--- config.mk ---
export PLATFORM = sky130hd
export DESIGN_NAME = osd_beam_timing
export DESIGN_NICKNAME = d
export VERILOG_FILES = /design/src/common/osd_pkg.sv /design/src/osd_video/osd_beam_timing.sv
export SDC_FILE = /design/constraint.sdc
export NUM_CORES = 1
export LEC_CHECK = 0
export BUFFER_PORTS_ARGS = -buffer_cell sky130_fd_sc_hd__buf_2
export CAP_MARGIN = 15
export CORE_MARGIN = 10
export CORE_UTILIZATION = 53
export CTS_CLUSTER_DIAMETER = 200
export DETAILED_ROUTE_END_ITERATION = 16
export GPL_ROUTABILITY_DRIVEN = 0
export PLACE_DENSITY = 0.86
export SLEW_MARGIN = 20
export SYNTH_ARGS = -nofsm -noshare
export SYNTH_HDL_FRONTEND = slang
export SYNTH_SLANG_ARGS = --single-unit
--- constraint.sdc ---
create_clock -name clk -period 1.9 [get_ports clk]
set_clock_uncertainty 0.1 [all_clocks]
set_input_delay 0.19 -clock clk [delete_from_list [all_inputs] [get_ports clk]]
set_output_delay 0.19 -clock clk [all_outputs]
set_load 0.02 [all_outputs]
--- src/common/osd_pkg.sv ---
// osd controller shared definitions: window geometry, widths, command codes and decoder phases
package osd_pkg;

  // ----------------------------------------------------------------------
  // window geometry
  // ----------------------------------------------------------------------

  // first horizontal beam count inside the window
  localparam int unsigned osd_h_start = 448;
  // window width in pixels
  localparam int unsigned osd_width = 256;
  // first vertical beam line inside the window
  localparam int unsigned osd_v_start = 128;
  // 8 text rows of 8 lines each
  localparam int unsigned osd_height = 64;

  // ----------------------------------------------------------------------
  // counter and buffer widths
  // ----------------------------------------------------------------------

  // horizontal beam counter
  localparam int unsigned hbeam_w = 11;
  // vertical beam counter
  localparam int unsigned vbeam_w = 9;
  // character buffer address, row in 10:8 and column in 7:0
  localparam int unsigned buf_addr_w = 11;
  localparam int unsigned buf_depth = 2048;

  // memory_config after reset
  localparam logic [6:0] mem_cfg_reset = 7'b0000101;

  // ----------------------------------------------------------------------
  // spi commands, bits 7:2 of the first byte in a frame
  // ----------------------------------------------------------------------

  typedef enum logic [5:0] {
    // no command, also used for any unknown code
    cmd_none       = 6'b000000,
    // register writes, one data byte each
    cmd_reset_ctrl = 6'b000010,
    cmd_osd_ctrl   = 6'b010010,
    cmd_chipset    = 6'b000001,
    cmd_memory     = 6'b001001,
    cmd_video      = 6'b001101,
    cmd_floppy     = 6'b010001,
    // two address bytes, then any number of data bytes
    cmd_buf_write  = 6'b000011
  } osd_cmd_e;

  // decoder phase within one spi frame
  typedef enum logic [2:0] {
    st_idle,
    st_reg_data,
    st_addr_hi,
    st_addr_lo,
    st_buf_data,
    st_ignore
  } dec_state_e;

endpackage

--- src/osd_video/osd_beam_timing.sv ---
// osd beam timing: beam counters, window detection and buffer read address
`timescale 1ns/1ns

module osd_beam_timing (
  input  logic                          clk,
  input  logic                          reset,
  input  logic                          sol,
  input  logic                          sof,
  input  logic                          osd_enable,
  output logic                          in_window,
  output logic [osd_pkg::buf_addr_w-1:0] buf_raddr,
  output logic [2:0]                    line_sel
);

  import osd_pkg::*;

  logic [hbeam_w-1:0] hcount;
  logic [vbeam_w-1:0] vcount;
  // enable as seen by the current frame
  logic               enable_q;

  logic               h_in;
  logic               v_in;
  logic [hbeam_w-1:0] h_off;
  logic [vbeam_w-1:0] v_off;

  // ----------------------------------------------------------------------
  // beam counters
  // ----------------------------------------------------------------------

  always_ff @(posedge clk) begin
    if (reset) begin
      hcount <= '0;
      vcount <= '0;
    end else begin
      // zero in the cycle after sol
      if (sol)
        hcount <= '0;
      else
        hcount <= hcount + 1'b1;
      // sof wins over sol on the first line
      if (sof)
        vcount <= '0;
      else if (sol)
        vcount <= vcount + 1'b1;
    end
  end

  // enable change only takes effect at frame start
  always_ff @(posedge clk) begin
    if (reset)
      enable_q <= 1'b0;
    else if (sof)
      enable_q <= osd_enable;
  end

  // ----------------------------------------------------------------------
  // window
  // ----------------------------------------------------------------------

  assign h_in = (hcount >= osd_h_start) && (hcount < osd_h_start + osd_width);
  assign v_in = (vcount >= osd_v_start) && (vcount < osd_v_start + osd_height);

  assign in_window = h_in & v_in & enable_q;

  // position relative to the window corner
  assign h_off = hcount - hbeam_w'(osd_h_start);
  assign v_off = vcount - vbeam_w'(osd_v_start);

  // text row on top, column below
  assign buf_raddr = {v_off[5:3], h_off[7:0]};
  // pixel line within the character
  assign line_sel  = v_off[2:0];

endmodule

# --- Word level (Yosys, flattened, before mapping) ---
# Cells that the tools add are included.
op_classes:
  n_addsub: 4
  mul: 0
  div: 0
  order_cmp: 4
  n_eq_ne: 0
  n_shift: 0
  n_mux: 0
  n_bitwise: 2
  n_reduce_logical: 4
op_table:
  columns: ["op", "count"]
  rows:
  - ["$add A11 B1 Y11 const B", 1]
  - ["$ge A11 B9 Y1 const B", 1]
  - ["$lt A11 B10 Y1 const B", 1]
  - ["$add A9 B1 Y9 const B", 1]
  - ["$ge A9 B8 Y1 const B", 1]
  - ["$lt A9 B8 Y1 const B", 1]
  - ["$sub A8 B8 Y8 const B", 1]
  - ["$sub A6 B1 Y6 const B", 1]
  - ["$reduce_or A2 Y1", 2]
  - ["$and A1 B1 Y1", 2]
  - ["$logic_and A1 B1 Y1", 2]
word_totals:
  regBits: 21
  latch_bits: 0
  ram_bits: 0
  romBits: 0
  in_bits: 5
  output_inout_bits: 15
  mem_count: 0

# --- Logic depth before layout (Yosys ltp) ---
depth:
  word_depth: 4
  ltp_mapped: 5

# --- Worst setup path before layout ---
# Ideal clock, no wire load.
synth_path:
  path_kind: "flip-flop to output port"
  from: "reg hcount[2]"
  to: "out in_window"
  arrival_time_ns: 1.208
  slack_ns: 0.402
  path_stages_with_launch: 5
  path_buffers: 1
  cell_sequence: "dfxtp_1 clkbuf_2 nor4b_1 nand4b_1 a31oi_1"
synth_between:
  elab_chain_len: 4
synth_rtl:
  columns: ["element", "line", "source"]
  rows:
  - ["start: declaration", "osd_beam_timing.sv:17", "logic [hbeam_w-1:0] hcount;"]
  - ["start signal: assignment", "osd_beam_timing.sv:40", "hcount <= hcount + 1'b1;"]
  - ["$ge A11 B9 Y1 or $lt A11 B10 Y1 (tied branches)", "osd_beam_timing.sv:61", "assign h_in = (hcount >= osd_h_start) && (hcount < osd_h_start + osd_width);"]
  - ["$logic_and A1 B1 Y1 *", "osd_beam_timing.sv:61", null]
  - ["$and A1 B1 Y1 * (2 in a row)", "osd_beam_timing.sv:64", "assign in_window = h_in & v_in & enable_q;"]
  - ["end: declaration", "osd_beam_timing.sv:10", "output logic in_window,"]
# Every way passes the cells marked *; elsewhere a longest branch is shown, timed or not.

# --- Worst setup path in the final report ---
layout_path:
  from: "reg hcount[0]"
  to: "out in_window"
# The elaborated chain is that of the path after synthesis.

==> metrics.cfg <==
[setup_path]
crit_path_cell_trace=inv_1 -> ha_1 -> nor4b_2 -> nand4b_1 -> a31oi_1 -> buf_4
timing_worst_setup_path_type=flop to output port
timing.critical_path.slowest_cell_delay_ns=0.37
timing.critical_path.slowest_stage_cell=dfxtp_2
end_kind=output port
worstPathArrival_ns=1.49
cp.required_ns=1.61
ff_to_ff_path_depth=3
setup.worst_path.start_class=flop
worst-path-max-fanout=6

[die]
die_width_um=65.37
placement_rows=16
floorplan.initialDensity_pct=55.61
design.portCount=20
fp.dieH_um=65.37
dieArea_um2=4273
floorplan.core_area_um2=1962

[global_routing]
pin_count_of_the_biggest_net_entering_global_routing=13
first_global_vias=846
grt_util_all_layers_pct=10.34
number_of_antenna_violations_at_the_first_check_in_global_routing=0
grt_overflow=0
grt_pass1_wl_mm=3.663

[detailed_routing]
dr_total_vias=882
drc=0
post_detailed_routing_wire_length_mm=2.129
mean_routed_wirelength_per_cell_um=13.39
post_drt_via_cell_ratio=5.547
drt.antenna.violating_nets=0
detail_route.iter0.violations=30
drt_pass1_iterations=4

[clock_network]
htree_num_levels=1
ctsLongestPathBuffers=2
cts_root_buf=clkbuf_4
clock_sink_total=21
worst_skew_pair.late_latency_ns=0.31
clock_tree_from_tritoncts=done
worst_setup_hold_path_clk_slew_ns=0.12
numCtsBuffers=3
cts_post_setup_buffers_inserted=0

[sta]
finalCritPeriodShare_pct=93.93
setup_total_negative_slack_ns=0
rsz0062_at_grt=false
min_period_ns=1.785
worst_pin_slew_ns=0.3225
report.final.setup_viol=0
number_of_max_slew_violations_in_the_final_report=0
timing_hold_violations_final=0
hold-worst-slack_ns=0.03233
max-slew-margin-rel_pct=78.47
clock.fmax_ghz=0.5603

[yosys]
synth_fp_nets=134
average_instance_area_after_synthesis_um2=8.799
ys_warn_count=0
synth_cells=124
postSynthRegisterBits=21
sequential_element_share_of_the_synthesized_area_pct=38.53
synth_cell_types=28
synthesis.area_um2=1091

[pwr]
power_density_nw_per_um2=612.4
max-vdd-ir-drop_uv=420.7
leakage_nw=0.4566

[placement]
post-place-cells=154
estimated_wirelength_of_the_detail_placed_design_mm=1.566
placement.io_buffers=19

[run_status]
run_status=finished clean

[final_layout]
insertedDiodeCount=0
fillcell_total=186
finish.net_count=143
postLayoutCoreUtil_pct=59.38
final-instance-count-excl-fill=159
area_growth_pct=6.766
post_route_cells_drive_above_1_share_pct=25.00

[worst_hold_path]
hold_path.class=primary input to flop
hold-path-cell-count=3

[run]
max_cap_violations=0

==> where the power goes <==
| part | leakage, nW | internal (mW) | total (mW) | switching [mW] |
|---|---|---|---|---|
| combinational | 0.268 | 0.0169 | 0.0403 | 0.0234 |
| sequential | 0.171 | 0.445 | 0.452 | 0.00617 |
| clock | 0.0177 | 0.0786 | 0.221 | 0.143 |
==> routing by layer <==
| layer | track usage (%) | share of wire [%] | vias to the layer above | wire (um) |
|---|---|---|---|---|
| li1 | - | - | 445 | - |
| met1 | 12.73 | 48 | 421 | 1020 |
| met2 | 16.34 | 48 | 12 | 1019 |
| met3 | 2.881 | 3.1 | 4 | 65 |
| met4 | 4.545 | 1.1 | 0 | 23 |
| met5 | 0 | 0 | - | 0 |
==> synthesized netlist by cell type <==
| cell type | count | area, um2 |
|---|---|---|
| mux2i_1 | 2 | 20.02 |
| a21o_1 | 1 | 7.510 |
| a21oi_1 | 10 | 50.05 |
| nand4_2 | 1 | 12.51 |
| inv_1 | 6 | 22.52 |
| o21ai_0 | 5 | 25.02 |
| or3_2 | 1 | 7.510 |
| or3_1 | 4 | 25.02 |
| a31oi_1 | 1 | 6.260 |
| clkbuf_2 | 1 | 5.000 |
| dfxtp_1 | 21 | 420.4 |
| xor2_1 | 5 | 43.79 |
| clkbuf_1 | 2 | 7.510 |
| o31ai_1 | 4 | 30.03 |
| or4_1 | 4 | 30.03 |
| nand2_1 | 7 | 26.28 |
| nand4b_1 | 2 | 17.52 |
| nor4bb_1 | 1 | 10.01 |
| and4_2 | 1 | 10.01 |
| nand3_1 | 6 | 30.03 |
| nand4_1 | 3 | 18.77 |
| nor2_1 | 12 | 45.04 |
| ha_1 | 5 | 62.56 |
| or2_2 | 2 | 12.51 |
| nor4b_1 | 1 | 8.760 |
| xnor2_1 | 2 | 17.52 |
| buf_4 | 13 | 97.59 |
| nand4_4 | 1 | 21.27 |
==> state kept, by name, indices dropped and copies added (netlist names) <==
name,count
hcount,11
vcount,9
enable_q,1
==> cell families after synthesis <==
| logic type | after synthesis | synth area share (%) |
|---|---|---|
| AO/OA/AOI/OAI | 21 | 10.90 |
| XOR/XNOR | 7 | 5.619 |
| adder cells (fa/ha/maj) | 5 | 5.734 |
| buffers and inverters | 22 | 12.16 |
| flip-flops | 21 | 38.53 |
| multiplexers | 2 | 1.835 |
| AND/OR/NAND/NOR | 46 | 25.23 |
==> timing repair <==
action                                 4_1_cts  5_1_grt
setup endpoints to repair                    1        1
hold buffers                                 1        0
gates resized for setup                      1        4
endpoints found under the hold margin        1        0
==> critical path: cells and delay by family, from the launching register on <==
family	cells	cell delay (ns)
fa+ha+maj	1	0.13
buf+inv	2	0.22
compound gates	1	0.15
simple gates	2	0.32
flops	1	0.37
==> worst paths after layout <==
path	from	slack, ns	endpoint
max	hcount[0]	0.12	in_window
min	osd_enable	0.03	enable_q
max reg2reg	hcount[2]	0.39	hcount[10]
min reg2reg	hcount[0]	0.38	hcount[0]
==> cell type report <==
type                    count  area, um2  share of cell area [%]
clock buffers               3      22.52                   1.933
flip-flops and latches     21      422.9                   36.30
multi-input cells          81      550.5                   47.26
well taps                  27      33.78                   2.900
repair buffers             20      107.6                   9.237
inverters                   6      22.52                   1.933
clock inverters             1      5.005                  0.4296
==> through the flow <==
| step | cell area, um2 | setup slack (ns) | total power [mW] |
|---|---|---|---|
| global route | 1165 | 0.01487 | 0.7419 |
| global placement | 1110 | 0.3758 | 0.4971 |
| finish | 1165 | 0.1152 | 0.7134 |
| CTS | 1154 | 0.05655 | 0.7179 |
| detailed placement | 1110 | 0.3417 | 0.4992 |
| floorplan | 1091 | 0.4022 | 0.4916 |
==> layout by cell type (no fill, tap or decap) <==
master and instances:
inv_1 6, or2_2 2, or3_1 4, nor2_1 12, a31oi_1 1, or3_2 1, nand4_4 1, nor4bb_2 1
nand4b_1 2, o21ai_0 5, or4_1 4, xor2_1 5, o31ai_1 4, and4_2 1, ha_1 5, a21o_1 1
mux2i_1 2, nand4_2 1, nand2_1 7, clkbuf_4 3, dfxtp_2 2, nand4_1 3, dfxtp_1 19, nand3_1 6
buf_4 1, buf_2 18, xnor2_1 2, clkinv_2 1, nor4b_2 1, dlygate4sd3_1 1, a21oi_1 10
No activity file was read; power rests on OpenSTA's default activity.
