## config.mk

```make
export PLATFORM = sky130hd
export DESIGN_NAME = spi_byte_rx
export DESIGN_NICKNAME = d
export VERILOG_FILES = /design/src/spi_cmd/spi_byte_rx.sv
export SDC_FILE = /design/constraint.sdc
export NUM_CORES = 1
export LEC_CHECK = 0
export BUFFER_PORTS_ARGS = -buffer_cell sky130_fd_sc_hd__buf_2
export CAP_MARGIN = 20
export CORE_AREA = 3 3 49 51
export DETAILED_ROUTE_END_ITERATION = 8
export DIE_AREA = 0 0 52 54
export PLACE_DENSITY = 0.59
export RECOVER_POWER = 50
export SYNTH_ARGS = -nofsm -noshare
export SYNTH_HDL_FRONTEND = slang
export SYNTH_SLANG_ARGS = --single-unit
```

## constraint.sdc

```tcl
create_clock -name clk -period 1.6 [get_ports clk]
set_clock_uncertainty 0.2 [all_clocks]
set_input_delay 0.32 -clock clk [delete_from_list [all_inputs] [get_ports clk]]
set_output_delay 0.32 -clock clk [all_outputs]
set_load 0.05 [all_outputs]
```

## src/spi_cmd/spi_byte_rx.sv

```systemverilog
// spi byte receiver that synchronizes the spi pins and assembles msb-first bytes
`timescale 1ns/1ns

module spi_byte_rx (
  input  logic       clk,
  input  logic       reset,
  input  logic       spi_cs_n,
  input  logic       spi_sck,
  input  logic       spi_sdi,
  output logic       rx_valid,
  output logic [7:0] rx_byte,
  output logic       rx_is_cmd,
  output logic       frame_end
);

  // two-flop synchronizers plus a third sck and cs stage for edge detection
  logic [1:0] sck_sync;
  logic [1:0] sdi_sync;
  logic [1:0] cs_sync;
  logic       sck_d;
  logic       cs_d;

  logic       sck_rise;
  logic [2:0] bit_cnt;
  logic [7:0] shift_q;
  // set until the first byte of a frame completes
  logic       first_q;

  // ----------------------------------------------------------------------
  // pin synchronization
  // ----------------------------------------------------------------------

  always_ff @(posedge clk) begin
    sck_sync <= {sck_sync[0], spi_sck};
    sdi_sync <= {sdi_sync[0], spi_sdi};
    cs_sync  <= {cs_sync[0], spi_cs_n};
    sck_d    <= sck_sync[1];
    cs_d     <= cs_sync[1];
  end

  // sample point where sdi_sync[1] lines up with the edge
  assign sck_rise = sck_sync[1] & ~sck_d;

  // ----------------------------------------------------------------------
  // byte assembly
  // ----------------------------------------------------------------------

  always_ff @(posedge clk) begin
    // incoming data bits
    if (sck_rise && !cs_sync[1])
      shift_q <= {shift_q[6:0], sdi_sync[1]};
  end

  always_ff @(posedge clk) begin
    if (reset) begin
      bit_cnt   <= '0;
      first_q   <= 1'b1;
      rx_valid  <= 1'b0;
      rx_is_cmd <= 1'b0;
      frame_end <= 1'b0;
    end else begin
      rx_valid  <= 1'b0;
      // cs rising edge closes the frame
      frame_end <= cs_sync[1] & ~cs_d;
      if (cs_sync[1]) begin
        // re-arm for the next frame while deselected
        bit_cnt <= '0;
        first_q <= 1'b1;
      end else if (sck_rise) begin
        bit_cnt <= bit_cnt + 3'd1;
        if (bit_cnt == 3'd7) begin
          rx_valid  <= 1'b1;
          rx_is_cmd <= first_q;
          first_q   <= 1'b0;
        end
      end
    end
  end

  // held until the next sck edge
  assign rx_byte = shift_q;

endmodule
```

; Word level (Yosys, flattened, before mapping)
; Index checks and enable logic that the tools add are counted.
[word_totals]
ff_bits = 23
inputBits = 5
output_inout_bits = 11
[op_classes]
n_addsub = 1
eq_ne = 1
n_mux = 1
bitwise_logic = 6
reduce_logical = 6
[ops]
columns = operator, count
row1 = inverter 1 bit, 4
row2 = adder 3 x 1 -> 3 bit (second input constant), 1
row3 = == test 3 bit (second input constant), 1
row4 = AND reduction 3 bit, 1
row5 = OR reduction 3 bit, 1
row6 = AND 1 bit, 2
row7 = AND reduction 2 bit, 1
row8 = OR reduction 2 bit, 1
row9 = logical AND 1 bit, 1
row10 = logical NOT 1 bit, 1
row11 = 2-to-1 mux 1 bit, 1

; Depth between registers and ports, before layout
; Gate-level depths: netlist of run 1.
[depth]
word_depth = 4
depth_mapped = 5
ltp_nobuf = 5

; Least setup slack after synthesis of run 1
; Ideal clock, no wire load.
[synth_timing]
kind = reg2reg
start = register bit_cnt[0]
end = register rx_is_cmd
setup_ns = 0.116
arrival_ns = 1.083
slack_ns = 0.202
stages_incl_launch_ff = 6
synth_period_minus_slack_ns = 1.398
path_cell_list = dfxtp_1 ha_1 ha_1 and4bb_2 mux2i_1 nor2_1
[synth_via]
elab_chain_cells = 2
[synth_lines]
columns = item, line
row1 = from (decl), 24  ; logic [2:0] bit_cnt;
row2 = from (signal assigned), 70  ; bit_cnt <= bit_cnt + 3'd1;
row3 = == test 3 bit, 71  ; if (bit_cnt == 3'd7) begin
row4 = AND reduction 3 bit (no line), n/a
row5 = to (signal assigned), 73  ; rx_is_cmd <= first_q;
row6 = to (decl), 12  ; output logic rx_is_cmd,
; No other way between the ends.
; A chain may end at the register's enable or synchronous reset.

; Worst setup path in the final report of run 1
[layout_timing]
start = register shift_q[0] (netlist: rx_byte[0])
end = output rx_byte[0]
[layout_rtl]
columns = item, line
row1 = from (decl), 25  ; logic [7:0] shift_q;
row2 = from (signal assigned), 51  ; shift_q <= {shift_q[6:0], sdi_sync[1]};
row3 = to (decl), 11  ; output logic [7:0] rx_byte,
; No word-level cell between the ends.

==> run_results.csv, run 1 <==
group,metric,value,unit
synth,synth_common_cells,"dfxtp_1, edfxtp_1, ha_1, mux2i_1, nor3_1",
synth,synth_nets,51,
timing,worst_slack,0.1445,ns
timing,whs,0.06614,ns
drt,finalWirelength,912,um
critical_path,r2r_setup_slack,0.15,ns
critical_path,slowest_stage,"edfxtp_1",
die,num_rows,16,
drt,vias_per_cell,4.141,
clock_network,clk_pin_slew,0.12,ns
finish,n_antenna_cell,0,
critical_path,crit_arrival,0.94,ns
global_route,antenna_found_initial,0,
critical_path,crit_family,"flip-flops",
clock_network,insertion_delay,0.29,ns
placed_design,portBuffers,15,
die,core-area,1982,sq um
finish,layout.nets,74,
die,dieArea,2808,sq um
critical_path,crit_chain,"buf_2",
global_route,busiest_layer,"met2",
synth,ys_async_sr_fraction,0,
synth,yosysTopAreaCell,"dfxtp_1",
die,dieHeight,54,um
drt,post_drt_wl_per_cell,9.913,um
critical_path,rr_startpoint,"bit_cnt[0]$_SDFFE_PP0P_",
hold_path,min_path_cells,2,
pwr,power_leakage,0.3625,nW
drt,drt_iter0_markers,4,
pwr,power.density,1079,nW/um^2
timing,slew_violations,0,
global_route,met2_usage,0.1172,
synth,syn_area_per_cell,16.35,sq um
placed_design,place.gp.congestion,0.6405,
hold_path,min_to,"bit_cnt[0]$_SDFFE_PP0P_",
finish,fillers,190,
pwr,total_power,0.9332,mW
critical_path,rr_worst_depth,5,
synth,netlist_area,703.2,sq um
timing,finalHoldViolations,0,
drt,antenna_left,0,
finish,syn_to_final_growth,22.95,%
timing,setup_tns,0,ns
timing,slew_headroom,0.7853,
timing,worst_slew_pin_slew,0.3221,ns
synth,seq_area_frac_synth,0.7687,
timing,finalCriticalPeriod,1.456,ns
critical_path,crit_type,"flop to primary output",
synth,synth_cell_type_count,15,
critical_path,startpoint_type,"flop",
global_route,grt_overflow_total,0,
finish,fin_area,864.6,sq um
drt,route.detailed.drc,0,
timing,rsz0062_at_grt,"no",
clock_network,clk_path_buf_depth,2,
hold_path,worstHoldPathType,"input pin to flop",
global_route,grt_use_met3,0.02493,
timing,setup_violations,0,
synth,yosys_warnings,0,
synth,synth.area.top_cells,"dfxtp_1, edfxtp_1, ha_1",
critical_path,critPathMaxStageDelay,0.37,ns
global_route,grt_pass1_wl,1552,um
drt,vias,381,
clock_network,cts_tree,"built",
global_route,met1_usage,0.09499,
clock_network,cts_htree_levels,1,
synth,synthCells,43,
global_route,grt_max_degree,14,
die,ioPinCount,16,
clock_network,cts_made_buffers,3,
timing,post-route-period-util,0.9097,
die,start_util,0.3548,
placed_design,dpl_cell_area,812.0,sq um
global_route,grt_pass1_vias,381,
synth,ys.flop_type,"dfxtp_1",
synth,ys_seq_elements,23,
synth,netlist.area_leader.share,0.4270,
synth,synth_edf_count,8,
clock_network,cts-root-buf,"clkbuf_4",
timing,max_freq,687.0,MHz
clock_network,cts_sinks,23,
run,max-cap-violations,0,
critical_path,worst-path-buf-inv,1,
global_route,grtUsageTotal,0.07611,
drt,drt-pass1-iter-count,2,
clock_network,cts_resized,0,
critical_path,cp_max_fo,2,
status,status,"complete, no violations",
finish,drive_gt1_frac,0.3231,
placed_design,post-place-ws,0.1454,ns
hold_path,hold_path.startpoint,"reset",
synth,synth.most_common_cell,"dfxtp_1",
critical_path,crit_required,1.08,ns
pwr,peakVddDrop,618.9,uV
critical_path,r2r_end,"rx_is_cmd$_SDFFE_PP0P_",
critical_path,endpoint_kind,"primary output",
placed_design,hpwlAfterDp,640.9,um
die,die_w,52,um
[worst reg2reg max path, stage by stage (launching register included)]
cell and delay (ns):
dfxtp_1 0.34, ha_1 0.21, ha_1 0.19, and4bb_2 0.23, mux2i_1 0.14, nor2_1 0.05
[logic make-up (layout without fill, tap and decap cells)]
group / Yosys count / count (layout) / share of synthesized area
AOI/OAI and AO/OA: 1 / 1 / 0.01246
xor gates and xnor gates: 1 / 1 / 0.01246
adders and majority gates: 3 / 3 / 0.05339
buffers and inverters: 1 / 23 / 0.01068
DFF: 23 / 23 / 0.7687
muxes: 3 / 3 / 0.04271
and+or+nand+nor: 11 / 11 / 0.09965
[placed cells by master (no fill, tap or decap)]
| master | count |
|---|---|
| dfxtp_1 | 15 |
| buf_2 | 15 |
| edfxtp_1 | 8 |
| mux2i_1 | 3 |
| nor3_1 | 3 |
| ha_1 | 3 |
| clkbuf_4 | 3 |
| dlygate4sd3_1 | 3 |
| nor2_1 | 2 |
| nor2b_2 | 1 |
| and2b_1 | 1 |
| xnor2_1 | 1 |
| and3_1 | 1 |
| and4bb_2 | 1 |
| nor3b_1 | 1 |
| nand2_1 | 1 |
| a211o_1 | 1 |
| clkinv_2 | 1 |
| clkbuf_1 | 1 |
[per-stage QoR]
| stage | std cells | utilization |
|---|---|---|
| after floorplan | 43 | - |
| after global placement | 85 | 0.4097 |
| after CTS | 92 | 0.4388 |
| final | 92 | 0.4362 |
| after global routing | 92 | 0.4362 |
| after detailed placement | 85 | 0.4097 |
[sequential cells by signal, summed over array words and instances, names as in the netlist]
register	count
bit_cnt	3
rx_valid	1
rx_byte	8
cs_sync	2
first_q	1
sdi_sync	2
frame_end	1
sck_sync	2
rx_is_cmd	1
cs_d	1
sck_d	1
[routing by layer]
layer | vias up | share of wire
met3 | 0 | 0.065
met2 | 12 | 0.45
li1 | 195 | -
met1 | 174 | 0.48
met4 | 0 | 0
met5 | - | 0
[cell type report]
class                   count  area (sq um)  share of cell area
repair buffers             19         108.9              0.1259
flip-flops and latches     23         540.5              0.6252
clock inverters             1         5.005            0.005789
multi-input cells          19         153.9              0.1780
clock buffers               3         22.52             0.02605
well taps                  27         33.78             0.03907
[what timing repair did]
| action | CTS | global route |
|---|---|---|
| endpoints found under the hold margin | 3 | 0 |
| buffers inserted | 0 | 0 |
| hold buffers | 3 | 0 |
[worst max path at each step]
| stage | start | end | slack (ns) | cells after the start |
|---|---|---|---|---|
| finish | rx_byte[0]$_DFFE_PP_ | rx_byte[0] | 0.14 | 1 |
| global route | sck_sync[1]$_DFF_P_ | first_q$_SDFFE_PP1P_ | 0.04 | 4 |
| global placement | bit_cnt[0]$_SDFFE_PP0P_ | rx_is_cmd$_SDFFE_PP0P_ | 0.18 | 5 |
| CTS | bit_cnt[0]$_SDFFE_PP0P_ | rx_is_cmd$_SDFFE_PP0P_ | 0.13 | 5 |
| detailed placement | bit_cnt[0]$_SDFFE_PP0P_ | rx_is_cmd$_SDFFE_PP0P_ | 0.15 | 5 |
| floorplan | bit_cnt[0]$_SDFFE_PP0P_ | rx_is_cmd$_SDFFE_PP0P_ | 0.20 | 5 |
[power by group]
group / internal, mW / leakage, nW / total, mW / switching (mW)
clock network: 0.0929 / 0.0177 / 0.251 / 0.159
logic: 0.0187 / 0.147 / 0.0519 / 0.0331
registers: 0.621 / 0.198 / 0.630 / 0.00852
total: 0.733 / 0.363 / 0.933 / 0.200
(Power assumes the default switching activity.)
==> run 2: changes to the inputs <==
--- a/config.mk
+++ b/config.mk
@@ -6,10 +6,10 @@
 export NUM_CORES = 1
 export LEC_CHECK = 0
-export BUFFER_PORTS_ARGS = -buffer_cell sky130_fd_sc_hd__buf_2
 export CAP_MARGIN = 20
 export CORE_AREA = 3 3 49 51
 export DETAILED_ROUTE_END_ITERATION = 8
 export DIE_AREA = 0 0 52 54
-export PLACE_DENSITY = 0.59
+export DONT_BUFFER_PORTS = 1
+export PLACE_DENSITY = 0.53
 export RECOVER_POWER = 50
 export SYNTH_ARGS = -nofsm -noshare
==> constraint.sdc (replaced) <==
create_clock -name clk -period 1.6 [get_ports clk]
set_clock_uncertainty 0.2 [all_clocks]
set_input_delay 0.4 -clock clk [delete_from_list [all_inputs] [get_ports clk]]
set_output_delay 0.4 -clock clk [all_outputs]
set_load 0.05 [all_outputs]
==> run 2 against run 1 <==
Effect of this change: non-clock buffer count decreased by 14; setup slack lost 0.099 ns; flip-flop and latch count unchanged; design area fell by 6.7%; clock power down 5%; global-route usage is 0.48 points lower; wire length increased by 0.33%; critical path type unchanged; critical endpoint is now rx_byte[2]; largest cell class unchanged.
==> run_results.csv, run 2 (same netlist as run 1, synthesis figures left out) <==
group,metric,value,unit
global_route,grt_overflow_total,0,
die,core-area,1982,sq um
critical_path,startpoint_type,"flop",
placed_design,portBuffers,0,
clock_network,post_cts_buffers,0,
global_route,grt_pass1_wl,1428,um
finish,layout.nets,60,
critical_path,critPathLaunch,"rx_byte[2]$_DFFE_PP_",
die,dieArea,2808,sq um
global_route,grt_use_met3,0.05540,
global_route,antenna_found_initial,0,
global_route,met1_usage,0.06885,
clock_network,cts-root-buf,"clkbuf_4",
global_route,busiest_layer,"met2",
critical_path,cp_max_fo,2,
clock_network,clk_path_buf_depth,2,
critical_path,rr_startpoint,"bit_cnt[0]$_SDFFE_PP0P_",
global_route,grtUsageTotal,0.07130,
clock_network,clk_pin_slew,0.10,ns
pwr,power.density,1133,nW/um^2
global_route,met2_usage,0.1213,
timing,whs,0.1244,ns
drt,finalWirelength,915,um
finish,syn_to_final_growth,14.77,%
clock_network,cts_htree_levels,1,
drt,vias_per_cell,4.218,
critical_path,crit_type,"flop to primary output",
finish,final_common_cell,"dfxtp_1",
drt,drt-pass1-iter-count,2,
finish,layout_common_cells,"dfxtp_1, edfxtp_1, dlygate4sd3_1",
finish,drive_gt1_frac,0.1373,
critical_path,endpoint_kind,"primary output",
finish,largest_reg_flops,8,
timing,finalHoldViolations,0,
global_route,grt_pass1_vias,332,
drt,antenna_left,0,
finish,n_antenna_cell,0,
die,ioPinCount,16,
clock_network,cts_made_buffers,3,
hold_path,worstHoldPathType,"input pin to flop",
critical_path,crit_arrival,0.95,ns
timing,max_freq,643.1,MHz
pwr,total_power,0.9140,mW
die,die_w,52,um
drt,route.detailed.drc,0,
hold_path,hold_path.startpoint,"reset",
clock_network,insertion_delay,0.29,ns
timing,worst_slew_pin_slew,0.5020,ns
timing,finalCriticalPeriod,1.555,ns
timing,setup_violations,0,
timing,slew_violations,0,
die,dieHeight,54,um
clock_network,cts_tree,"built",
drt,post_drt_wl_per_cell,11.73,um
status,status,"complete, no violations",
clock_network,cts_sinks,23,
pwr,power_leakage,0.3034,nW
placed_design,hpwlAfterDp,698.6,um
critical_path,crit_required,1.00,ns
placed_design,place.gp.congestion,0.6062,
timing,slew_headroom,0.6649,
run,max-cap-violations,0,
timing,post-route-period-util,0.9718,
drt,drt_iter0_markers,3,
pwr,peakVddDrop,662.1,uV
timing,rsz0062_at_grt,"yes",
global_route,grt_max_degree,13,
drt,vias,329,
die,start_util,0.3548,
die,num_rows,16,
-- run 2: changes by cell type in the layout (fill, tap and decap cells not counted), sizes merged --
| cell | previous run | this run |
|---|---|---|
| buf | 15 | 0 |
| clkinv | 1 | 0 |
| dlygate4sd3 | 3 | 5 |
-- run 2: final cells by class --
cell class / count / area [sq um]
Fill cell: 184 / 1175
Multi-Input combinational cell: 19 / 155.1
Clock buffer: 4 / 26.28
Timing Repair Buffer: 5 / 50.05
Tap cell: 27 / 33.78
Sequential cell: 23 / 541.8
-- run 2: timing repair --
item	in CTS	in global routing
resized for setup	0	1
endpoints found under the hold margin	8	0
endpoints found under the setup margin	0	8
hold buffers	5	0
-- run 2: metrics by stage --
step	util	TNS (ns)	setup WS, ns	cells	instance area, sq um
6_report	0.4072	0	0.04506	78	807.0
5_1_grt	0.4072	-0.07133	-0.01385	78	807.0
4_1_cts	0.4066	0	0.01776	78	805.8
3_5_place_dp	0.3681	0	0.1081	69	729.5
3_3_place_gp	0.3681	0	0.1712	69	729.5
2_1_floorplan	-	0	0.2015	43	703.2
-- run 2: worst paths after layout --
kind | end | slack (ns) | cells after the start
hold / removal | rx_valid$_SDFF_PP0_ | 0.12 | 2
setup reg to reg | rx_is_cmd$_SDFFE_PP0P_ | 0.10 | 5
hold reg to reg | sdi_sync[1]$_DFF_P_ | 0.14 | 0
setup / recovery | rx_byte[2] | 0.05 | 0
-- run 2: routing by layer --
metal,up-vias,routed length [um]
met3,0,86
met2,12,440
met4,0,0
li1,167,-
met1,150,388
met5,-,0
-- run 2: report_power, final --
part	internal [mW]	switching (mW)
clock network	0.0968	0.141
logic	0.0148	0.0102
registers	0.622	0.0296
