<file path="src/common/osd_pkg.sv">
// osd controller shared definitions: window geometry, widths, command codes and decoder phases
package osd_pkg;

  // ----------------------------------------------------------------------
  // window geometry
  // ----------------------------------------------------------------------

  // first horizontal beam count inside the window
  localparam int unsigned osd_h_start = 448;
  // window width in pixels
  localparam int unsigned osd_width = 256;
  // first vertical beam line inside the window
  localparam int unsigned osd_v_start = 128;
  // 8 text rows of 8 lines each
  localparam int unsigned osd_height = 64;

  // ----------------------------------------------------------------------
  // counter and buffer widths
  // ----------------------------------------------------------------------

  // horizontal beam counter
  localparam int unsigned hbeam_w = 11;
  // vertical beam counter
  localparam int unsigned vbeam_w = 9;
  // character buffer address, row in 10:8 and column in 7:0
  localparam int unsigned buf_addr_w = 11;
  localparam int unsigned buf_depth = 2048;

  // memory_config after reset
  localparam logic [6:0] mem_cfg_reset = 7'b0000101;

  // ----------------------------------------------------------------------
  // spi commands, bits 7:2 of the first byte in a frame
  // ----------------------------------------------------------------------

  typedef enum logic [5:0] {
    // no command, also used for any unknown code
    cmd_none       = 6'b000000,
    // register writes, one data byte each
    cmd_reset_ctrl = 6'b000010,
    cmd_osd_ctrl   = 6'b010010,
    cmd_chipset    = 6'b000001,
    cmd_memory     = 6'b001001,
    cmd_video      = 6'b001101,
    cmd_floppy     = 6'b010001,
    // two address bytes, then any number of data bytes
    cmd_buf_write  = 6'b000011
  } osd_cmd_e;

  // decoder phase within one spi frame
  typedef enum logic [2:0] {
    st_idle,
    st_reg_data,
    st_addr_hi,
    st_addr_lo,
    st_buf_data,
    st_ignore
  } dec_state_e;

endpackage

</file>
<file path="src/spi_cmd/osd_cmd_decoder.sv">
// osd command decoder: configuration registers and character buffer write strobes
`timescale 1ns/1ns

module osd_cmd_decoder (
  input  logic                          clk,
  input  logic                          reset,
  input  logic                          rx_valid,
  input  logic [7:0]                    rx_byte,
  input  logic                          rx_is_cmd,
  input  logic                          frame_end,
  output logic                          usrrst,
  output logic                          osd_enable,
  output logic                          key_disable,
  output logic [4:0]                    chipset_config,
  output logic [6:0]                    memory_config,
  output logic [1:0]                    scanline,
  output logic [1:0]                    lr_filter,
  output logic [1:0]                    hr_filter,
  output logic [1:0]                    dither,
  output logic [3:0]                    floppy_config,
  output logic                          buf_we,
  output logic [osd_pkg::buf_addr_w-1:0] buf_waddr,
  output logic [7:0]                    buf_wdata
);

  import osd_pkg::*;

  dec_state_e              state;
  osd_cmd_e                cmd_q;
  // next buffer address, advances after each data byte
  logic [buf_addr_w-1:0]   addr_q;

  // ----------------------------------------------------------------------
  // phase tracking and register loads
  // ----------------------------------------------------------------------

  always_ff @(posedge clk) begin
    if (reset) begin
      state          <= st_idle;
      cmd_q          <= cmd_none;
      usrrst         <= 1'b0;
      osd_enable     <= 1'b0;
      key_disable    <= 1'b0;
      chipset_config <= '0;
      memory_config  <= mem_cfg_reset;
      {dither, hr_filter, lr_filter, scanline} <= '0;
      floppy_config  <= '0;
      buf_we         <= 1'b0;
    end else begin
      buf_we <= 1'b0;
      if (frame_end) begin
        state <= st_idle;
      end else if (rx_valid && rx_is_cmd) begin
        // opcode sits in bits 7:2
        case (rx_byte[7:2])
          cmd_reset_ctrl, cmd_osd_ctrl, cmd_chipset,
          cmd_memory, cmd_video, cmd_floppy: begin
            cmd_q <= osd_cmd_e'(rx_byte[7:2]);
            state <= st_reg_data;
          end
          cmd_buf_write: begin
            cmd_q <= cmd_buf_write;
            state <= st_addr_hi;
          end
          default: begin
            cmd_q <= cmd_none;
            state <= st_ignore;
          end
        endcase
      end else if (rx_valid) begin
        case (state)
          st_reg_data: begin
            // only the first data byte counts
            case (cmd_q)
              cmd_reset_ctrl: usrrst <= rx_byte[0];
              cmd_osd_ctrl:   {key_disable, osd_enable} <= rx_byte[1:0];
              cmd_chipset:    chipset_config <= rx_byte[4:0];
              cmd_memory:     memory_config <= rx_byte[6:0];
              cmd_video:      {dither, hr_filter, lr_filter, scanline} <= rx_byte;
              cmd_floppy:     floppy_config <= rx_byte[3:0];
              default:        ;
            endcase
            state <= st_ignore;
          end
          st_addr_hi:  state <= st_addr_lo;
          st_addr_lo:  state <= st_buf_data;
          // one write per data byte
          st_buf_data: buf_we <= 1'b1;
          default:     ;
        endcase
      end
    end
  end

  // ----------------------------------------------------------------------
  // buffer address and write data
  // ----------------------------------------------------------------------

  always_ff @(posedge clk) begin
    if (rx_valid && !rx_is_cmd) begin
      case (state)
        // row bits of the start address
        st_addr_hi: addr_q[10:8] <= rx_byte[2:0];
        st_addr_lo: addr_q[7:0] <= rx_byte;
        st_buf_data: begin
          buf_waddr <= addr_q;
          buf_wdata <= rx_byte;
          // wraps at the end of the buffer
          addr_q    <= addr_q + 1'b1;
        end
        default: ;
      endcase
    end
  end

endmodule

</file>
<file path="config.mk">
export PLATFORM = sky130hd
export DESIGN_NAME = osd_cmd_decoder
export DESIGN_NICKNAME = d
export VERILOG_FILES = /design/src/common/osd_pkg.sv /design/src/spi_cmd/osd_cmd_decoder.sv
export SDC_FILE = /design/constraint.sdc
export NUM_CORES = 1
export LEC_CHECK = 0
export ABC_AREA = 1
export BUFFER_PORTS_ARGS = -buffer_cell sky130_fd_sc_hd__buf_2
export CAP_MARGIN = 20
export CORE_MARGIN = 3
export CORE_UTILIZATION = 46
export DETAILED_ROUTE_END_ITERATION = 6
export PLACE_DENSITY_LB_ADDON = 0.2
export SYNTH_ARGS = -nofsm -noshare
export SYNTH_HDL_FRONTEND = slang
export SYNTH_SLANG_ARGS = --single-unit
</file>
<file path="constraint.sdc">
create_clock -name clk -period 6.54 [get_ports clk]
set_clock_uncertainty 0.15 [all_clocks]
set_input_delay 1.308 -clock clk [delete_from_list [all_inputs] [get_ports clk]]
set_output_delay 1.308 -clock clk [all_outputs]
set_load 0.005 [all_outputs]
</file>
======== After elaboration in Yosys (flattened, before gate mapping) ========
Cells that the tools add are included.
cells by class
  add/sub/neg operators ................... 1
  bitwise logic cells ..................... 3
  $mul .................................... 0
  shifts and indexed selects .............. 0
  div/mod/pow operators ................... 0
  multiplexer cells ....................... 8
  equal/unequal tests ..................... 17
  order comparisons ....................... 0
  reductions and logical operators ........ 21
operator list
  cell                                                  number
  AND reduction 5 bit                                   6
  equality test 6 x 4 -> 1 bit (second input constant)  4
  equality test 6 x 5 -> 1 bit (second input constant)  4
  equality test 6 x 2 -> 1 bit (second input constant)  3
  case mux 8 bit (2 select lines)                       1
  equality test 6 x 1 -> 1 bit (second input constant)  2
  case mux 3 bit (2 select lines)                       2
  case mux 6 bit (2 select lines)                       1
  adder 11 x 1 -> 11 bit (second input constant)        1
  AND reduction 2 bit                                   5
  case mux 3 bit (3 select lines)                       1
  equality test 3 x 2 -> 1 bit (second input constant)  2
  2-to-1 mux 3 bit                                      2
  nonzero test 2 bit                                    3
  OR reduction 6 bit                                    1
  nonzero test 4 bit                                    1
  OR reduction 4 bit                                    1
  equality test 3 x 1 -> 1 bit (second input constant)  1
  equality test 3 bit (second input constant)           1
  inverter 1 bit                                        3
  logical AND 1 bit                                     2
  OR reduction 2 bit                                    1
  zero test 1 bit                                       1
  2-to-1 mux 1 bit                                      1
word-level totals
  output and inout port bits .............. 47
  memory bits (writable) .................. 0
  bits in latches ......................... 0
  register bits after elaboration ......... 67
  word-level logic and storage cells ...... 67
  memories ................................ 0
  ROM bits ................................ 0

======== Depth between registers and ports, before layout ========
Gate-level depths: netlist of the first run.
  depth after elaboration ................. 4
  gate-level depth with buffers ........... 8

======== Least setup slack after synthesis of the first run ========
Ideal clock, no wire load.
  path type ............................... input-to-reg
  from .................................... input rx_valid
  to ...................................... register addr_q[10], enable pin
  data arrival time ....................... 2.652 ns
  stages .................................. 6
  setup slack ............................. 3.435 ns
  cell sequence ........................... inv_2 > nor2_4 > inv_2 > nor2_1 > inv_1 > nand2_1
between the ends
  longest elaborated chain between the ends .. 2
ends and longest elaborated chain
  item                                  line                    text
  start: declaration                    osd_cmd_decoder.sv:7    input logic rx_valid,
  logical AND 1 bit                     osd_cmd_decoder.sv:100  if (rx_valid && !rx_is_cmd) begin
  AND reduction 2 bit (no source line)  -
  end signal: assignment                osd_cmd_decoder.sv:103  st_addr_hi: addr_q[10:8] <= rx_byte[2:0];
  end signal: assignment                osd_cmd_decoder.sv:109  addr_q <= addr_q + 1'b1;
  end: declaration                      osd_cmd_decoder.sv:31   logic [buf_addr_w-1:0] addr_q;
Every way passes these cells.
A chain may end at the register's enable or synchronous reset.

======== Final worst setup path of the first run ========
  from .................................... input rx_valid
  to ...................................... register addr_q[3], enable pin
Same word-level chain as after synthesis.

==> results of run 1 <==
## path summary, 6_finish.rpt
check	from	slack, ns	endpoint
max	rx_valid	4.17	addr_q[3]$_DFFE_PP_
min	usrrst$_SDFFE_PP0P_	0.31	usrrst$_SDFFE_PP0P_
max reg2reg	state[1]$_SDFFE_PP0P_	4.49	addr_q[3]$_DFFE_PP_
min reg2reg	usrrst$_SDFFE_PP0P_	0.31	usrrst$_SDFFE_PP0P_
## power by group
part	internal (mW)	leakage, nW	switching, mW
logic	0.0125	0.787	0.0332
clock network	0.140	0.0911	0.153
registers	0.441	0.569	0.00316
total	0.594	1.45	0.190
## synthesized netlist by cell type, types with 3 or more instances
cell type  count  area share [%]
nand2_1       83              11
nand4_1        5             1.1
nor2_1        26             3.4
nor2_4         5             1.9
clkbuf_1       3            0.39
xor2_1         3            0.91
nand3_1       43             7.4
dfxtp_1       37              26
nor3_1         3            0.52
edfxtp_1      30              31
o211ai_1       5             1.3
a21oi_1       25             4.3
inv_1         29             3.8
nor2_2         4            0.86
inv_2          3            0.39
o21ai_0       10             1.7
## metrics by stage
step	util, %	std cells	setup WS (ns)
finish	56.5	471	4.17
global route	56.5	471	4.05
CTS	56.5	471	4.17
detailed placement	53.8	455	3.80
global placement	53.8	455	3.81
floorplan	-	327	3.44
## final cells by class
class,instances,area share [%]
Inverter,32,3.53
Multi-Input combinational cell,221,31.9
Timing Repair Buffer,60,8.89
Clock buffer,11,3.97
Tap cell,75,2.76
Clock inverter,5,0.808
Sequential cell,67,48.2
## cells by family after synthesis
group           after synthesis  synth area share, %
compound gates               44                 8.46
fa+ha+maj                     1                0.432
simple gates                171                 27.0
buf+inv                      39                 5.92
flops                        67                 56.6
xor+xnor                      5                 1.51
## flip-flops by register name (all words and copies together) (netlist names), 3 cells and up
| signal | count |
|---|---|
| addr_q | 11 |
| buf_waddr | 11 |
| buf_wdata | 8 |
| memory_config | 7 |
| cmd_q | 6 |
| chipset_config | 5 |
| floppy_config | 4 |
| state | 3 |
## layer usage
layer / share of wire, % / routed length (um) / global-route usage (%) / vias up
met2: 48 / 3000 / 29.9 / 67
met1: 44 / 2740 / 23.3 / 1083
li1: - / - / - / 1221
met4: 1.4 / 87 / 7.05 / 0
met3: 6.9 / 433 / 5.24 / 7
met5: 0 / 0 / 0 / -
## tightest hold or removal path: stages, from the launching register on
cell and delay (ns):
dfxtp_1 0.31, nand2_1 0.06, a21oi_1 0.05
==> flow_summary.rst, run 1 <==
.. list-table::
   :header-rows: 1

   * - Metric
     - Value
   * - Per-cell via count in the routed design
     - around 5
   * - Fin. max-slew vios
     - 0
   * - Router iterations before antenna repair
     - 4
   * - Number of max-capacitance violations reported
     - 0
   * - Weighted congestion reported at the end of routability-driven placement
     - 0.837
   * - Clock latency reported for the late side of the worst-skew pair
     - 0.34 ns
   * - CP Cell Sequence
     - buf_2, inv_2, nor2_4, inv_2, a21oi_1
   * - Post-synth top flop
     - dfxtp_1
   * - Netlist area before placement
     - 2900 um^2
   * - Warning count from the yosys run
     - 0
   * - Period minus WS final
     - 2.37 ns
   * - Setup crit start kind
     - input pin
   * - WHS Path Cells
     - 2
   * - Hold Violations, Final
     - 0
   * - Share of the clock period used by the worst path
     - 36.2%
   * - Count of cell instances traversed by the critical path
     - 5
   * - Total congestion overflow after global routing
     - 0
   * - Maximum resistive drop on vdd
     - 0.000118 V
   * - R2r worst-path depth
     - 3
   * - Number of clock sinks
     - 67
   * - Post-synthesis sequential area ratio
     - about 57%
   * - Longest individual stage delay on the worst path
     - 0.56 ns
   * - Total wire length after detailed routing
     - 6260 um
   * - Critical Path Most Common Cell
     - inv_2
   * - Leading cell types in the layout, fill and taps excluded
     - 83 x nand2_1, 59 x buf_2, 43 x nand3_1
   * - Fmax
     - 422 MHz
   * - Relative slew margins
     - 53.3%
   * - Initial Util
     - just under 50%
   * - Power Total
     - slightly below 0.8 mW
   * - Net count after synthesis
     - about 340
   * - Post-synthesis instance total
     - 327
   * - Mean Syn Cell Area
     - roughly 8.9 um^2
   * - Remaining design rule violation count
     - 0
   * - Post-route ant nets
     - 0
   * - Io pins
     - 60
   * - Width of the die
     - 85.4 um
   * - Maximum fanout count along the critical path
     - 8
   * - Die footprint
     - roughly 7300 um^2
   * - Count of input and output buffers
     - between 50 and 60
   * - Antenna violations before repair
     - 0
   * - TritonCTS buffer count
     - 9
   * - # fillers
     - about 560
   * - Most common cell after layout, fill and taps aside
     - nand2_1
   * - Sum of buffers and inverters on the critical path
     - 3
   * - Height of the die
     - 85.4 um
   * - Fraction of layout instances using a drive strength above 1
     - 23.0%
   * - Post-CTS Resized
     - 0
   * - Fraction of registers with async set/reset
     - 0%
   * - Area growth from synthesis to layout
     - 17.5%
   * - Final #Nets
     - 405
   * - Number of buffers on the longest clock path
     - 2
   * - Worst hold slack
     - 0.312 ns
   * - Vias in the first global route
     - 2270
   * - FF+latch area
     - 1640 um^2
   * - CP endpoint kind
     - flip-flop
   * - Slowest stage cell, crit path
     - a21oi_1
   * - Routed WL per cell
     - 13.3 um
   * - H-tree depth
     - 3
   * - CTS tree
     - done
   * - 1st-iter DRT viols
     - 143
   * - Number of diodes
     - 0
   * - Overall track demand over capacity in global routing
     - 18.4%
   * - Setup TNS
     - 0 ns
   * - Family with the most delay on the worst path
     - compound AO/OA/AOI/OAI gates
   * - RSZ-0062 raised after global routing
     - false
   * - Detailed placement HPWL
     - 4490 um
   * - Synthesis-stage register bit count
     - 67
   * - CP Class
     - input pin to flip-flop
   * - Arrival time of data at the critical path endpoint
     - around 2.2 ns
   * - Cts hold-fix bufs
     - 0
   * - Worst endpoint required time
     - 6.36 ns
   * - Final Setup Violations
     - 0
   * - Total power density per cell area
     - 230 nW/um^2
   * - Placed cell area
     - 3240 um^2
   * - Multi-input gate area in the final layout
     - 1080 um^2
   * - Floorplan core area
     - 6030 um^2
   * - Post-CTS setup-driven buffer insertion count
     - 0
   * - Path category of the worst min-delay check
     - flip-flop to flip-flop
   * - Count of flip-flops with a built-in enable after synthesis
     - 30
   * - Run status
     - complete, no violations
   * - Global-route wire length before repair
     - about 10000 um
   * - Count of different cell masters after synthesis
     - 25
   * - Transition time of the tightest slew-check pin
     - ~0.7 ns
   * - Clock-pin transition on the worst setup and hold timing paths
     - around 0.07 ns
   * - Number of placement rows
     - 28
   * - Largest net degree at the start of global routing
     - 29
   * - Root Buffer Master
     - clkbuf_8
   * - Lkg Pwr
     - 1.45 nW
   * - Vias
     - 2378
   * - Finished Cell Area
     - 3410 um^2
(Power assumes the default switching activity.)
==> run 2, diff against run 1 <==
==> constraint.sdc (replaced) <==
create_clock -name clk -period 2.1 [get_ports clk]
set_clock_uncertainty 0.15 [all_clocks]
set_input_delay 0.42 -clock clk [delete_from_list [all_inputs] [get_ports clk]]
set_output_delay 0.42 -clock clk [all_outputs]
set_load 0.005 [all_outputs]
==> flow_summary.rst, run 2 (synthesis gave the netlist of run 1 again) <==
.. list-table::
   :header-rows: 1

   * - Metric
     - Value
   * - Run status
     - complete, no violations
   * - Router iterations before antenna repair
     - 4 (unchanged)
   * - Utilization after layout
     - 57.0% (+0.52 points)
   * - Number of placement rows
     - 28 (unchanged)
   * - Registers with the highest flip-flop counts
     - addr_q (11), buf_waddr (11), buf_wdata (8)
   * - Number of clock sinks
     - 67 (unchanged)
   * - Final Setup Violations
     - 0 (unchanged)
   * - Fraction of layout instances using a drive strength above 1
     - 23.8% (+0.83 points)
   * - Layer with the highest usage
     - met2
   * - Width of the die
     - 85.4 um (unchanged)
   * - Largest net degree at the start of global routing
     - 29 (unchanged)
   * - Longest individual stage delay on the worst path
     - 0.35 ns (-0.21 ns)
   * - Antenna violations before repair
     - 0 (unchanged)
   * - Routed WL per cell
     - 13.5 um (+1.3%)
   * - Arrival time of data at the critical path endpoint
     - 1.56 ns (-0.63 ns)
   * - Number of buffers on the longest clock path
     - 2 (unchanged)
   * - Io pins
     - 60 (unchanged)
   * - Worst setup margin
     - 0.413 ns (-3.76 ns)
   * - Relative slew margins
     - 74.2% (+21 points)
   * - Fin. max-slew vios
     - 0 (unchanged)
   * - Setup crit start kind
     - flip-flop
   * - Total wire length after detailed routing
     - 6380 um (+1.9%)
   * - Lkg Pwr
     - 1.46 nW (+1.2%)
   * - Cts hold-fix bufs
     - 0 (unchanged)
   * - Hold Violations, Final
     - 0 (unchanged)
   * - Overall track demand over capacity in global routing
     - 18.3% (-0.065 points)
   * - Family with the most delay on the worst path
     - simple AND/OR/NAND/NOR gates
   * - Path category of the worst min-delay check
     - input pin to flip-flop
   * - Met1 Usage GRT
     - 22.9% (-0.39 points)
   * - Power Total
     - 2.47 mW (+220%)
   * - CP Class
     - flip-flop to flip-flop
   * - H-tree depth
     - 3 (unchanged)
   * - Vias
     - 2385 (+0.29%)
   * - Count of input and output buffers
     - 59 (unchanged)
   * - Most common cell after layout, fill and taps aside
     - nand2_1
   * - Final #Nets
     - 408 (+0.74%)
   * - Finished Cell Area
     - 3440 um^2 (+0.92%)
   * - Post-CTS setup-driven buffer insertion count
     - 0 (unchanged)
   * - Worst endpoint required time
     - 1.97 ns (-4.39 ns)
   * - Die footprint
     - 7290 um^2 (unchanged)
   * - Clock-pin transition on the worst setup and hold timing paths
     - 0.07 ns (about the same)
   * - Post-placement cell count
     - 458 (+0.66%)
   * - Share of the clock period used by the worst path
     - 80.3%
   * - Clock latency reported for the late side of the worst-skew pair
     - 0.33 ns (about the same)
   * - Global-route wire length before repair
     - 10400 um (-0.59%)
   * - Per-cell via count in the routed design
     - 5.03 (-0.34%)
   * - Area growth from synthesis to layout
     - 18.6%
   * - Initial Util
     - 48.1% (unchanged)
   * - Vias in the first global route
     - 2227 (-1.9%)
   * - Pre-CTS setup slack
     - 0.303 ns (-3.50 ns)
   * - Floorplan core area
     - 6030 um^2 (unchanged)
   * - Maximum fanout count along the critical path
     - 19 (+11)
   * - Final cell count without fillers
     - 474 (+0.64%)
   * - Total power density per cell area
     - 719 nW/um^2 (+210%)
   * - Setup TNS
     - 0 ns (unchanged)
   * - Leading cell types in the layout, fill and taps excluded
     - 83 x nand2_1, 59 x buf_2, 43 x nand3_1
   * - Fmax
     - 593 MHz
   * - TritonCTS buffer count
     - 9 (unchanged)
   * - Met3 demand-to-capacity share in global routing
     - 5.34% (+0.097 points)
   * - Maximum resistive drop on vdd
     - 0.000426 V (+260%)
   * - Global-route track usage on met2
     - 29.9% (+0.071 points)
   * - Total congestion overflow after global routing
     - 0 (unchanged)
   * - CP endpoint kind
     - flip-flop
   * - Post-route ant nets
     - 0 (unchanged)
   * - CP Cell Sequence
     - inv_1, nand3_1, nor2_2, buf_4
   * - Number of diodes
     - 0 (unchanged)
   * - 1st-iter DRT viols
     - 169 (+18%)
   * - Worst hold slack
     - 0.171 ns (-0.141 ns)
   * - Detailed placement HPWL
     - 4630 um (+3.1%)
   * - Weighted congestion reported at the end of routability-driven placement
     - 0.879 (+5.1%)
   * - Remaining design rule violation count
     - 0 (unchanged)
   * - Transition time of the tightest slew-check pin
     - 0.387 ns (-0.313 ns)
   * - Sum of buffers and inverters on the critical path
     - 2 (-1)
   * - CTS tree
     - done
   * - Slowest stage cell, crit path
     - dfxtp_1
   * - Height of the die
     - 85.4 um (unchanged)
   * - Period minus WS final
     - 1.69 ns
   * - RSZ-0062 raised after global routing
     - false
   * - Post-CTS Resized
     - 0 (unchanged)
   * - Placed cell area
     - 3270 um^2 (+0.77%)
   * - Root Buffer Master
     - clkbuf_8
   * - Number of max-capacitance violations reported
     - 0 (unchanged)
run 2: changes by cell type in the layout (fill, tap and decap cells not counted), sizes merged:
cell,previous run,this run
buf,60,63
run 2: path summary, 6_finish.rpt:
kind	startpoint	endpoint	slack, ns	cells past startpoint
worst min-delay path	reset	cmd_q[5]$_SDFFE_PP0P_	0.17	2
worst max-delay path	state[1]$_SDFFE_PP0P_	buf_wdata[2]$_DFFE_PP_	0.41	4
worst min register to register	memory_config[3]$_SDFFE_PP0P_	memory_config[3]$_SDFFE_PP0P_	0.31	2
worst max register to register	state[1]$_SDFFE_PP0P_	buf_wdata[2]$_DFFE_PP_	0.41	4
run 2: layer usage:
metal	vias to the layer above	share of wire, %
met5	-	0
met4	0	1.2
met3	6	6.7
met2	64	49
met1	1090	43
li1	1225	-
run 2: power by group:
group | switching [mW] | total, mW | internal, mW | leakage [nW]
Combinational | 0.103 | 0.145 | 0.0416 | 0.801
Clock | 0.486 | 0.942 | 0.456 | 0.0937
Sequential | 0.00990 | 1.38 | 1.37 | 0.569
Total | 0.599 | 2.47 | 1.87 | 1.46
run 2: area by class of cell:
type | instances | area, um^2
Tap cell | 75 | 93.8
Inverter | 32 | 120
Multi-Input combinational cell | 221 | 1090
Timing Repair Buffer | 63 | 325
Sequential cell | 67 | 1640
Clock buffer | 11 | 141
Fill cell | 568 | 2590
Clock inverter | 5 | 27.5
